### src/hw/ifetch_pkg.sv
// Instruction fetch shared definitions
package ifetch_pkg;

  ////////////////////////////////////////////////////////////////////////////
  // Widths
  localparam int PC_W    = 32;
  localparam int INSTR_W = 32;
  localparam int RFIDX_W = 5;

  typedef logic [PC_W-1:0]    pc_t;
  typedef logic [INSTR_W-1:0] instr_t;
  typedef logic [RFIDX_W-1:0] rfidx_t;

  ////////////////////////////////////////////////////////////////////////////
  // RV32 major opcodes, instr[6:0]
  localparam logic [6:0] OPC_JAL    = 7'b110_1111;
  localparam logic [6:0] OPC_BRANCH = 7'b110_0011;
  localparam logic [6:0] OPC_LUI    = 7'b011_0111;
  localparam logic [6:0] OPC_AUIPC  = 7'b001_0111;
  localparam logic [6:0] OPC_STORE  = 7'b010_0011;
  localparam logic [6:0] OPC_OP     = 7'b011_0011;
  localparam logic [6:0] OPC_AMO    = 7'b010_1111;

  ////////////////////////////////////////////////////////////////////////////
  // RVC quadrants, instr[1:0]
  localparam logic [1:0] RVC_Q0 = 2'b00;
  localparam logic [1:0] RVC_Q1 = 2'b01;
  localparam logic [1:0] RVC_Q2 = 2'b10;

  // RVC funct3, instr[15:13]
  localparam logic [2:0] RVC_F3_LI    = 3'b010;
  localparam logic [2:0] RVC_F3_LUI   = 3'b011;
  localparam logic [2:0] RVC_F3_ARITH = 3'b100;
  localparam logic [2:0] RVC_F3_J     = 3'b101;
  localparam logic [2:0] RVC_F3_BEQZ  = 3'b110;
  localparam logic [2:0] RVC_F3_BNEZ  = 3'b111;
  // C.SW in Q0 and C.SWSP in Q2
  localparam logic [2:0] RVC_F3_SW    = 3'b110;

  ////////////////////////////////////////////////////////////////////////////
  // Sequential PC steps
  localparam pc_t PC_STEP_RV32 = pc_t'(4);
  localparam pc_t PC_STEP_RVC  = pc_t'(2);

endpackage
### src/hw/ifu_ifetch.sv
// Instruction fetch unit
`timescale 1ns/1ps

module ifu_ifetch
  import ifetch_pkg::*;
(
  input  logic   clk,
  input  logic   rst_n,
  input  pc_t    pc_rtvec,
  // Fetch request
  output logic   req_valid,
  input  logic   req_ready,
  output pc_t    req_pc,
  output logic   req_seq,
  // Fetch response
  input  logic   rsp_valid,
  output logic   rsp_ready,
  input  logic   rsp_err,
  input  instr_t rsp_instr,
  // Toward execution
  output logic   o_valid,
  input  logic   o_ready,
  output instr_t o_ir,
  output pc_t    o_pc,
  output logic   o_buserr,
  output logic   o_prdt_taken,
  output rfidx_t o_rs1idx,
  output rfidx_t o_rs2idx,
  // Flush and halt
  input  logic   flush_req,
  input  pc_t    flush_op1,
  input  pc_t    flush_op2,
  input  logic   halt_req,
  output logic   halt_ack
);

  logic   dec_rv32;
  logic   dec_jal;
  logic   dec_bxx;
  pc_t    dec_imm;
  logic   dec_rs1en;
  logic   dec_rs2en;
  rfidx_t dec_rs1idx;
  rfidx_t dec_rs2idx;
  logic   reset_sel;
  logic   dly_flush;
  logic   pc_ena;
  logic   ir_load;
  logic   ir_ready;
  logic   prdt_taken;
  pc_t    pc;

  ////////////////////////////////////////////////////////////////////////////
  // Decode of the returned word
  ifu_minidec u_minidec (
    .instr   (rsp_instr),
    .rv32    (dec_rv32),
    .is_jal  (dec_jal),
    .is_bxx  (dec_bxx),
    .bjp_imm (dec_imm),
    .rs1en   (dec_rs1en),
    .rs2en   (dec_rs2en),
    .rs1idx  (dec_rs1idx),
    .rs2idx  (dec_rs2idx)
  );

  // Next fetch address
  ifu_next_pc u_next_pc (
    .clk        (clk),
    .rst_n      (rst_n),
    .pc_rtvec   (pc_rtvec),
    .rv32       (dec_rv32),
    .is_jal     (dec_jal),
    .is_bxx     (dec_bxx),
    .bjp_imm    (dec_imm),
    .reset_sel  (reset_sel),
    .flush_req  (flush_req),
    .flush_op1  (flush_op1),
    .flush_op2  (flush_op2),
    .dly_flush  (dly_flush),
    .pc_ena     (pc_ena),
    .pc         (pc),
    .pc_nxt     (req_pc),
    .prdt_taken (prdt_taken),
    .req_seq    (req_seq)
  );

  // Handshake sequencing
  ifu_fetch_ctrl u_fetch_ctrl (
    .clk       (clk),
    .rst_n     (rst_n),
    .req_ready (req_ready),
    .rsp_valid (rsp_valid),
    .flush_req (flush_req),
    .halt_req  (halt_req),
    .ir_ready  (ir_ready),
    .req_valid (req_valid),
    .rsp_ready (rsp_ready),
    .reset_sel (reset_sel),
    .dly_flush (dly_flush),
    .pc_ena    (pc_ena),
    .ir_load   (ir_load),
    .halt_ack  (halt_ack)
  );

  // Output register
  ifu_ir_stage u_ir_stage (
    .clk          (clk),
    .rst_n        (rst_n),
    .ir_load      (ir_load),
    .instr        (rsp_instr),
    .rsp_err      (rsp_err),
    .rv32         (dec_rv32),
    .rs1en        (dec_rs1en),
    .rs2en        (dec_rs2en),
    .rs1idx       (dec_rs1idx),
    .rs2idx       (dec_rs2idx),
    .prdt_taken   (prdt_taken),
    .pc           (pc),
    .pc_ena       (pc_ena),
    .flush_req    (flush_req),
    .o_ready      (o_ready),
    .ir_ready     (ir_ready),
    .o_valid      (o_valid),
    .o_ir         (o_ir),
    .o_pc         (o_pc),
    .o_buserr     (o_buserr),
    .o_prdt_taken (o_prdt_taken),
    .o_rs1idx     (o_rs1idx),
    .o_rs2idx     (o_rs2idx)
  );

endmodule

### src/hw/ifu_ir_stage.sv
// Instruction register stage
`timescale 1ns/1ps

module ifu_ir_stage
  import ifetch_pkg::*;
(
  input  logic   clk,
  input  logic   rst_n,
  input  logic   ir_load,
  input  instr_t instr,
  input  logic   rsp_err,
  input  logic   rv32,
  input  logic   rs1en,
  input  logic   rs2en,
  input  rfidx_t rs1idx,
  input  rfidx_t rs2idx,
  input  logic   prdt_taken,
  input  pc_t    pc,
  input  logic   pc_ena,
  input  logic   flush_req,
  input  logic   o_ready,
  output logic   ir_ready,
  output logic   o_valid,
  output instr_t o_ir,
  output pc_t    o_pc,
  output logic   o_buserr,
  output logic   o_prdt_taken,
  output rfidx_t o_rs1idx,
  output rfidx_t o_rs2idx
);

  logic   ir_valid_r;
  logic   ir_valid_clr;
  logic   pc_newpend_r;
  logic   pc_load;
  instr_t ir_r;
  pc_t    ir_pc_r;
  logic   err_r;
  logic   prdt_r;
  rfidx_t rs1idx_r;
  rfidx_t rs2idx_r;

  ////////////////////////////////////////////////////////////////////////////
  // Valid bit
  // Emptied by an output transfer or by a flush
  assign ir_valid_clr = (o_valid & o_ready) | (flush_req & ir_valid_r);

  always_ff @(posedge clk or negedge rst_n) begin
    if (!rst_n) begin
      ir_valid_r <= 1'b0;
    end else if (ir_load) begin
      ir_valid_r <= 1'b1;
    end else if (ir_valid_clr) begin
      ir_valid_r <= 1'b0;
    end
  end

  // Empty or being emptied
  assign ir_ready = ~ir_valid_r | ir_valid_clr;

  // New fetch PC not yet copied into the IR
  assign pc_load = pc_newpend_r & ir_load;

  always_ff @(posedge clk or negedge rst_n) begin
    if (!rst_n) begin
      pc_newpend_r <= 1'b0;
    end else if (pc_ena) begin
      pc_newpend_r <= 1'b1;
    end else if (pc_load) begin
      pc_newpend_r <= 1'b0;
    end
  end

  ////////////////////////////////////////////////////////////////////////////
  // Payload
  always_ff @(posedge clk) begin
    if (ir_load) begin
      ir_r[INSTR_W/2-1:0] <= instr[INSTR_W/2-1:0];
      err_r               <= rsp_err;
      prdt_r              <= prdt_taken;
    end
    // Upper half toggles only for 32-bit words
    if (ir_load & rv32) begin
      ir_r[INSTR_W-1:INSTR_W/2] <= instr[INSTR_W-1:INSTR_W/2];
    end
    // Indexes only when the instruction reads them
    if (ir_load & rs1en) begin
      rs1idx_r <= rs1idx;
    end
    if (ir_load & rs2en) begin
      rs2idx_r <= rs2idx;
    end
    if (pc_load) begin
      ir_pc_r <= pc;
    end
  end

  assign o_valid      = ir_valid_r;
  assign o_ir         = ir_r;
  assign o_pc         = ir_pc_r;
  assign o_buserr     = err_r;
  assign o_prdt_taken = prdt_r;
  assign o_rs1idx     = rs1idx_r;
  assign o_rs2idx     = rs2idx_r;

endmodule

### src/hw/ifu_fetch_ctrl.sv
// Fetch sequencing control
`timescale 1ns/1ps

module ifu_fetch_ctrl (
  input  logic clk,
  input  logic rst_n,
  input  logic req_ready,
  input  logic rsp_valid,
  input  logic flush_req,
  input  logic halt_req,
  input  logic ir_ready,
  output logic req_valid,
  output logic rsp_ready,
  output logic reset_sel,
  output logic dly_flush,
  output logic pc_ena,
  output logic ir_load,
  output logic halt_ack
);

  logic reset_flag_r;
  logic reset_req_r;
  logic dly_flush_r;
  logic out_flag_r;
  logic halt_ack_r;
  logic req_hsk;
  logic rsp_hsk;
  logic flush_act;
  logic new_req_ok;
  logic no_outs;

  assign req_hsk   = req_valid & req_ready;
  assign rsp_hsk   = rsp_valid & rsp_ready;
  // Incoming or remembered flush
  assign flush_act = flush_req | dly_flush_r;

  ////////////////////////////////////////////////////////////////////////////
  // Reset flag and reset request
  // Flag is high in reset, request follows one cycle later
  always_ff @(posedge clk or negedge rst_n) begin
    if (!rst_n) begin
      reset_flag_r <= 1'b1;
      reset_req_r  <= 1'b0;
    end else begin
      reset_flag_r <= 1'b0;
      if (reset_flag_r & ~reset_req_r) begin
        reset_req_r <= 1'b1;
      end else if (reset_req_r & req_hsk) begin
        reset_req_r <= 1'b0;
      end
    end
  end

  ////////////////////////////////////////////////////////////////////////////
  // Flush bookkeeping
  // A flush not issued at once is kept until its request transfers
  always_ff @(posedge clk or negedge rst_n) begin
    if (!rst_n) begin
      dly_flush_r <= 1'b0;
    end else if (flush_req & ~req_hsk) begin
      dly_flush_r <= 1'b1;
    end else if (dly_flush_r & req_hsk) begin
      dly_flush_r <= 1'b0;
    end
  end

  // Outstanding fetch, set wins over clear
  always_ff @(posedge clk or negedge rst_n) begin
    if (!rst_n) begin
      out_flag_r <= 1'b0;
    end else if (req_hsk) begin
      out_flag_r <= 1'b1;
    end else if (rsp_hsk) begin
      out_flag_r <= 1'b0;
    end
  end

  ////////////////////////////////////////////////////////////////////////////
  // Request and response strobes
  // Next request may go out with the returning response
  assign new_req_ok = ~out_flag_r | rsp_hsk;
  // Halt blocks every request, a flush meanwhile waits as delayed flush
  assign req_valid  = ~halt_req & ~reset_flag_r & new_req_ok;

  // Responses during a flush are always drained
  assign rsp_ready  = flush_act ? 1'b1 : (ir_ready & req_ready);
  assign ir_load    = rsp_hsk & ~flush_act;
  assign pc_ena     = req_hsk | flush_req;

  ////////////////////////////////////////////////////////////////////////////
  // Halt acknowledge
  // A valid response also counts as no outstanding fetch
  assign no_outs = ~out_flag_r | rsp_valid;

  always_ff @(posedge clk or negedge rst_n) begin
    if (!rst_n) begin
      halt_ack_r <= 1'b0;
    end else if (halt_req & ~halt_ack_r & no_outs) begin
      halt_ack_r <= 1'b1;
    end else if (halt_ack_r & ~halt_req) begin
      halt_ack_r <= 1'b0;
    end
  end

  assign reset_sel = reset_req_r;
  assign dly_flush = dly_flush_r;
  assign halt_ack  = halt_ack_r;

endmodule

### src/hw/ifu_next_pc.sv
// Fetch PC and next address
`timescale 1ns/1ps

module ifu_next_pc
  import ifetch_pkg::*;
(
  input  logic clk,
  input  logic rst_n,
  input  pc_t  pc_rtvec,
  // Decode of the returned word
  input  logic rv32,
  input  logic is_jal,
  input  logic is_bxx,
  input  pc_t  bjp_imm,
  // Address source selection
  input  logic reset_sel,
  input  logic flush_req,
  input  pc_t  flush_op1,
  input  pc_t  flush_op2,
  input  logic dly_flush,
  input  logic pc_ena,
  output pc_t  pc,
  output pc_t  pc_nxt,
  output logic prdt_taken,
  output logic req_seq
);

  pc_t pc_r;
  pc_t add_op1;
  pc_t add_op2;
  pc_t add_sum;

  ////////////////////////////////////////////////////////////////////////////
  // Static prediction
  // JAL always taken
  // Conditional branch taken only when the offset points backward
  assign prdt_taken = is_jal | (is_bxx & bjp_imm[PC_W-1]);

  ////////////////////////////////////////////////////////////////////////////
  // Operand select for the single adder
  always_comb begin
    if (flush_req) begin
      // Flush target from execution
      add_op1 = flush_op1;
      add_op2 = flush_op2;
    end else if (dly_flush) begin
      // PC already holds the flush target
      add_op1 = pc_r;
      add_op2 = '0;
    end else if (prdt_taken) begin
      add_op1 = pc_r;
      add_op2 = bjp_imm;
    end else if (reset_sel) begin
      add_op1 = pc_rtvec;
      add_op2 = '0;
    end else begin
      // Sequential step by instruction length
      add_op1 = pc_r;
      add_op2 = rv32 ? PC_STEP_RV32 : PC_STEP_RVC;
    end
  end

  assign add_sum = add_op1 + add_op2;

  // Halfword aligned fetch address
  assign pc_nxt = {add_sum[PC_W-1:1], 1'b0};

  // Sequential only in the step case
  assign req_seq = ~flush_req & ~dly_flush & ~prdt_taken & ~reset_sel;

  ////////////////////////////////////////////////////////////////////////////
  // PC register
  // Loads on request transfer or incoming flush
  always_ff @(posedge clk or negedge rst_n) begin
    if (!rst_n) begin
      pc_r <= '0;
    end else if (pc_ena) begin
      pc_r <= pc_nxt;
    end
  end

  assign pc = pc_r;

endmodule

### src/hw/ifu_minidec.sv
// Fetch mini decoder
`timescale 1ns/1ps

module ifu_minidec
  import ifetch_pkg::*;
(
  input  instr_t instr,
  output logic   rv32,
  output logic   is_jal,
  output logic   is_bxx,
  output pc_t    bjp_imm,
  output logic   rs1en,
  output logic   rs2en,
  output rfidx_t rs1idx,
  output rfidx_t rs2idx
);

  logic [6:0] opcode;
  logic [1:0] quad;
  logic [2:0] f3;
  logic       c_j;
  logic       c_bxx;
  logic       c_nors1;
  logic       c_cmp;
  logic       rs1en_32;
  logic       rs2en_32;
  logic       rs1en_16;
  logic       rs2en_16;
  pc_t        imm_j;
  pc_t        imm_b;
  pc_t        imm_cj;
  pc_t        imm_cb;

  // Both low bits set marks a 32-bit encoding
  assign rv32   = &instr[1:0];
  assign opcode = instr[6:0];
  assign quad   = instr[1:0];
  assign f3     = instr[15:13];

  ////////////////////////////////////////////////////////////////////////////
  // Branch and jump classification
  assign c_j    = (quad == RVC_Q1) & (f3 == RVC_F3_J);
  assign c_bxx  = (quad == RVC_Q1) & ((f3 == RVC_F3_BEQZ) | (f3 == RVC_F3_BNEZ));
  assign is_jal = rv32 ? (opcode == OPC_JAL) : c_j;
  assign is_bxx = rv32 ? (opcode == OPC_BRANCH) : c_bxx;

  // Sign-extended offsets, bit 0 always zero
  assign imm_j  = {{12{instr[31]}}, instr[19:12], instr[20], instr[30:21], 1'b0};
  assign imm_b  = {{20{instr[31]}}, instr[7], instr[30:25], instr[11:8], 1'b0};
  // C.J scrambled offset[11|4|9:8|10|6|7|3:1|5]
  assign imm_cj = {{21{instr[12]}}, instr[8], instr[10:9], instr[6], instr[7],
                   instr[2], instr[11], instr[5:3], 1'b0};
  // C.BEQZ/C.BNEZ offset[8|4:3] and [7:6|2:1|5]
  assign imm_cb = {{24{instr[12]}}, instr[6:5], instr[2], instr[11:10], instr[4:3], 1'b0};

  assign bjp_imm = rv32 ? (is_jal ? imm_j : imm_b) : (c_j ? imm_cj : imm_cb);

  ////////////////////////////////////////////////////////////////////////////
  // Source register usage
  // No rs1 for JAL, LUI, AUIPC
  assign rs1en_32 = ~((opcode == OPC_JAL) | (opcode == OPC_LUI) | (opcode == OPC_AUIPC));
  assign rs2en_32 = (opcode == OPC_BRANCH) | (opcode == OPC_STORE) |
                    (opcode == OPC_OP) | (opcode == OPC_AMO);

  // C.LI and C.LUI only write rd; rd == x2 in the LUI slot is C.ADDI16SP
  assign c_nors1  = (quad == RVC_Q1) &
                    ((f3 == RVC_F3_LI) | ((f3 == RVC_F3_LUI) & (instr[11:7] != 5'd2)));
  assign rs1en_16 = ~(c_j | c_nors1);
  // Stores, register-register ALU ops, C.MV and C.ADD
  assign rs2en_16 = (((quad == RVC_Q0) | (quad == RVC_Q2)) & (f3 == RVC_F3_SW)) |
                    ((quad == RVC_Q1) & (f3 == RVC_F3_ARITH) & (instr[11:10] == 2'b11)) |
                    ((quad == RVC_Q2) & (f3 == RVC_F3_ARITH) & (|instr[6:2]));

  assign rs1en = rv32 ? rs1en_32 : rs1en_16;
  assign rs2en = rv32 ? rs2en_32 : rs2en_16;

  // Three-bit register fields map onto x8..x15
  assign c_cmp  = (quad == RVC_Q0) | ((quad == RVC_Q1) & instr[15]);
  assign rs1idx = rv32  ? instr[19:15] :
                  c_cmp ? {2'b01, instr[9:7]} : instr[11:7];
  assign rs2idx = rv32  ? instr[24:20] :
                  c_cmp ? {2'b01, instr[4:2]} : instr[6:2];

endmodule

### config.mk
export PLATFORM = sky130hd
export DESIGN_NAME = ifu_ifetch
export DESIGN_NICKNAME = d
export VERILOG_FILES = /design/src/hw/ifetch_pkg.sv /design/src/hw/ifu_ifetch.sv /design/src/hw/ifu_ir_stage.sv /design/src/hw/ifu_fetch_ctrl.sv /design/src/hw/ifu_next_pc.sv /design/src/hw/ifu_minidec.sv
export SDC_FILE = /design/constraint.sdc
export NUM_CORES = 1
export LEC_CHECK = 0
export BUFFER_PORTS_ARGS = -buffer_cell sky130_fd_sc_hd__buf_2
export CAP_MARGIN = 25
export CORE_MARGIN = 1.5
export CORE_UTILIZATION = 45
export CTS_CLUSTER_SIZE = 20
export DETAILED_ROUTE_END_ITERATION = 12
export PLACE_DENSITY = 0.73
export RECOVER_POWER = 25
export SETUP_SLACK_MARGIN = 0.2
export SKIP_CTS_REPAIR_TIMING = 1
export SLEW_MARGIN = 10
export SYNTH_ARGS = -nofsm -noshare
export SYNTH_HDL_FRONTEND = slang
export SYNTH_SLANG_ARGS = --single-unit
### constraint.sdc
create_clock -name clk -period 4.55 [get_ports clk]
set_input_delay 0.2275 -clock clk [delete_from_list [all_inputs] [get_ports clk]]
set_output_delay 0.2275 -clock clk [all_outputs]
set_load 0.02 [all_outputs]
==> results_dict.tcl <==
set metrics [dict create \
    synth_cell_types 73 \
    ir_drop_mv 0.274 \
    dr.pass1.iters 5 \
    antenna_found_initial 1 \
    synth-seq-cells 113 \
    ys_seq_area_share_pct 45.2 \
    critPathLaunch "u_fetch_ctrl.reset_sel" \
    clk_pin_slew_ns 0.06 \
    syn_area_um2 7080 \
    crit_type "flop to output pin" \
    core-area_um2 15300 \
    drcViolationCount 0 \
    synth_edf_count 75 \
    timing.final.crit_period_ns 4.28 \
    dieArea_um2 16500 \
    htreeDepth 4 \
    syn2layout_area_growth_pct 35.9 \
    grt_max_degree 53 \
    clock_skew_ns 0.0130 \
    synth-async-reset-ratio_pct 33.6 \
    ff_latch_area_um2 3200 \
    syn_avg_cell_area_um2 9.49 \
    drtIter0Drc 445 \
    worst_setup_path_start_kind "flop" \
    violations "max-capacitance violations, max-slew violations" \
    fillCellCount 1335 \
    rsz0062_at_grt "yes" \
    dpl.hpwl_um 16700 \
    rows 45 \
    nets 1190 \
    fin_util_pct 62.8 \
    grt_use_total_pct 27.0 \
    setup-tns-final_ns 0 \
    drv_cap 1 \
    grt.overflow.total 0 \
    num_io_pins 249 \
    ant_nets 0 \
    num_vias 7007 \
    portBuffers 245 \
    multi_input_area_um2 3810 \
    cts_root_buffer "clkbuf_16" \
    netlist_top_cells_area "edfxtp_1 (32%), dfrtp_1 (13%), nand2_1 (7.8%), ha_1 (5.3%), mux2i_1 (5.1%)" \
    grt_pass1_vias 6454 \
    cts_buffers 17 \
    vias_per_cell 5.61 \
    postSynthCellCount 746 \
    fmax_mhz 233 \
    reg2reg_from "u_fetch_ctrl.reset_sel" \
    cp.required_ns 4.32 \
    pre_cts_slack_ns -0.00223 \
    cp_top_family "compound AO/OA/AOI/OAI gates" \
    setup_viol 0 \
    placedCellCount 1193 \
    drive_gt1_share_pct 32.9 \
    wirelength_um 22600 \
    wl_per_cell_um 18.1 \
    start_util_pct 46.2 \
    cts_tree "built" \
    relSlewSlack_pct -4.38 \
    slew_violations 26 \
    clk_latency_ns 0.43 \
    yosysTopAreaCell "edfxtp_1" \
    finalHoldViolCount 0 \
    yosys.area.top_type_share_pct 31.8 \
    synth_ff_type "edfxtp_1" \
    power.leakage_nw 4.30 \
    die_x_um 128 \
    yosysWarnings 0 \
    fin_crit_sh_pct 94.2 \
    arrival_ns 4.06 \
    cts_buffer_depth 2 \
    stdcell_count 1248 \
    fp.dieH_um 128 \
    cp_slowest_stage_delay_ns 0.38 \
    hold_start "rsp_instr[28]" \
    crit_buf_inv 5 \
    grt_pass1_wl_um 33800 \
    crit_chain "inv_1, a311o_1, nor2_4, buf_12, buf_4, mux2i_1, o21ai_0, ha_1, buf_4, a211oi_1, o21ai_0, a21oi_1, o221ai_2, o2111ai_1, nand3_1, nand2_1, buf_2" \
    place.gp.congestion 0.918 \
    finalWorstSetupSlack_ns 0.266 \
    hold_path_class "input port to flop" \
    crit_path_end_kind "output pin" \
    cts_num_sinks 113 \
    powerDensity_nw_per_um2 439 \
    worst_pin_slew_ns 1.57 \
    status "finished, violations left" \
    slowest_stage "a311o_1" \
    cp_max_fo 8 \
]
==> sequential cells by signal (all words and copies together) (netlist names) <==
name	cells
u_ir_stage.o_buserr	1
u_fetch_ctrl.reset_flag_r	1
u_ir_stage.o_valid	1
u_ir_stage.o_pc	31
u_next_pc.pc	31
u_fetch_ctrl.out_flag_r	1
u_ir_stage.pc_newpend_r	1
u_fetch_ctrl.reset_sel	1
u_ir_stage.o_rs2idx	5
u_ir_stage.o_rs1idx	5
u_ir_stage.o_ir	32
u_ir_stage.o_prdt_taken	1
u_fetch_ctrl.dly_flush	1
u_fetch_ctrl.halt_ack	1
==> layout make-up <==
type                    count  share of cell area (%)
multi-input cells         575                    39.5
flip-flops and latches    113                    33.3
repair buffers            295                    17.0
clock buffers              17                    4.42
well taps                 211                    2.74
clock inverters            15                    2.18
inverters                  21                   0.819
diodes                      1                  0.0260
==> final timing paths <==
| check | to | slack [ns] | cells after the start |
|---|---|---|---|
| worst max-delay path | req_pc[31] | 0.27 | 17 |
| worst min-delay path | u_ir_stage.o_ir[28] | 0.02 | 1 |
| worst max register to register | u_next_pc.pc[29] | 0.72 | 16 |
| worst min register to register | u_ir_stage.o_pc[11] | 0.47 | 0 |
| max in group asynchronous | u_next_pc.pc[10] | 2.17 | 3 |
| min in group asynchronous | u_next_pc.pc[26] | 0.43 | 2 |
==> cell families after synthesis <==
family,count (synthesis),share of synthesized area (%)
xor gates and xnor gates,27,3.34
AOI/OAI and AO/OA,221,19.9
other,1,0.0529
adders and majority gates,31,5.58
and+or+nand+nor,246,15.6
buffers and inverters,60,3.46
muxes,47,6.89
DFF,113,45.2
==> cells in the final DEF (no fill, tap or decap), drive strengths merged, types with 8 or more instances in the layout <==
master / instances
a21oi: 57
clkbuf: 48
inv: 23
edfxtp: 75
xnor2: 19
o21ai: 73
mux2i: 36
dfrtp: 37
buf: 261
nor2: 32
a211oi: 9
mux2: 11
nand2: 148
ha: 30
a21o: 13
and3: 8
xor2: 8
==> per-stage QoR <==
stage | hold WS, ns | power (mW) | cell area (um2)
after floorplan | -0.0681 | 2.22 | 7090
after global placement | 0.413 | 2.65 | 8650
after detailed placement | 0.422 | 2.67 | 8650
after CTS | -0.0211 | 4.11 | 9280
after global routing | 0.0386 | 4.42 | 9620
final | 0.0231 | 4.22 | 9620
==> synthesized netlist by cell type, types with 8 or more instances <==
cell type	number
ha_1	30
clkbuf_1	27
a21oi_1	56
nand2_1	148
xor2_1	8
edfxtp_1	75
buf_2	10
a211oi_1	9
xnor2_1	19
mux2_2	10
o21ai_1	22
o21ai_0	51
and3_1	8
dfrtp_1	37
a21o_1	13
inv_1	20
mux2i_1	36
nor2_1	32
==> report_power, final <==
part | switching (mW) | leakage, nW | internal (mW)
clock network | 0.520 | 0.299 | 0.922
registers | 0.0961 | 1.12 | 1.26
logic | 0.843 | 2.88 | 0.582
total | 1.46 | 4.30 | 2.76
==> routing by layer <==
| metal | vias to the layer above | GRT usage (%) | part of all wire, % |
|---|---|---|---|
| li1 | 3303 | - | - |
| met1 | 3309 | 33.4 | 40 |
| met2 | 351 | 46.7 | 50 |
| met3 | 42 | 6.90 | 8.1 |
| met4 | 2 | 7.87 | 1.7 |
| met5 | - | 0 | 0.075 |
Note: power is estimated with default switching activity, not from simulation.
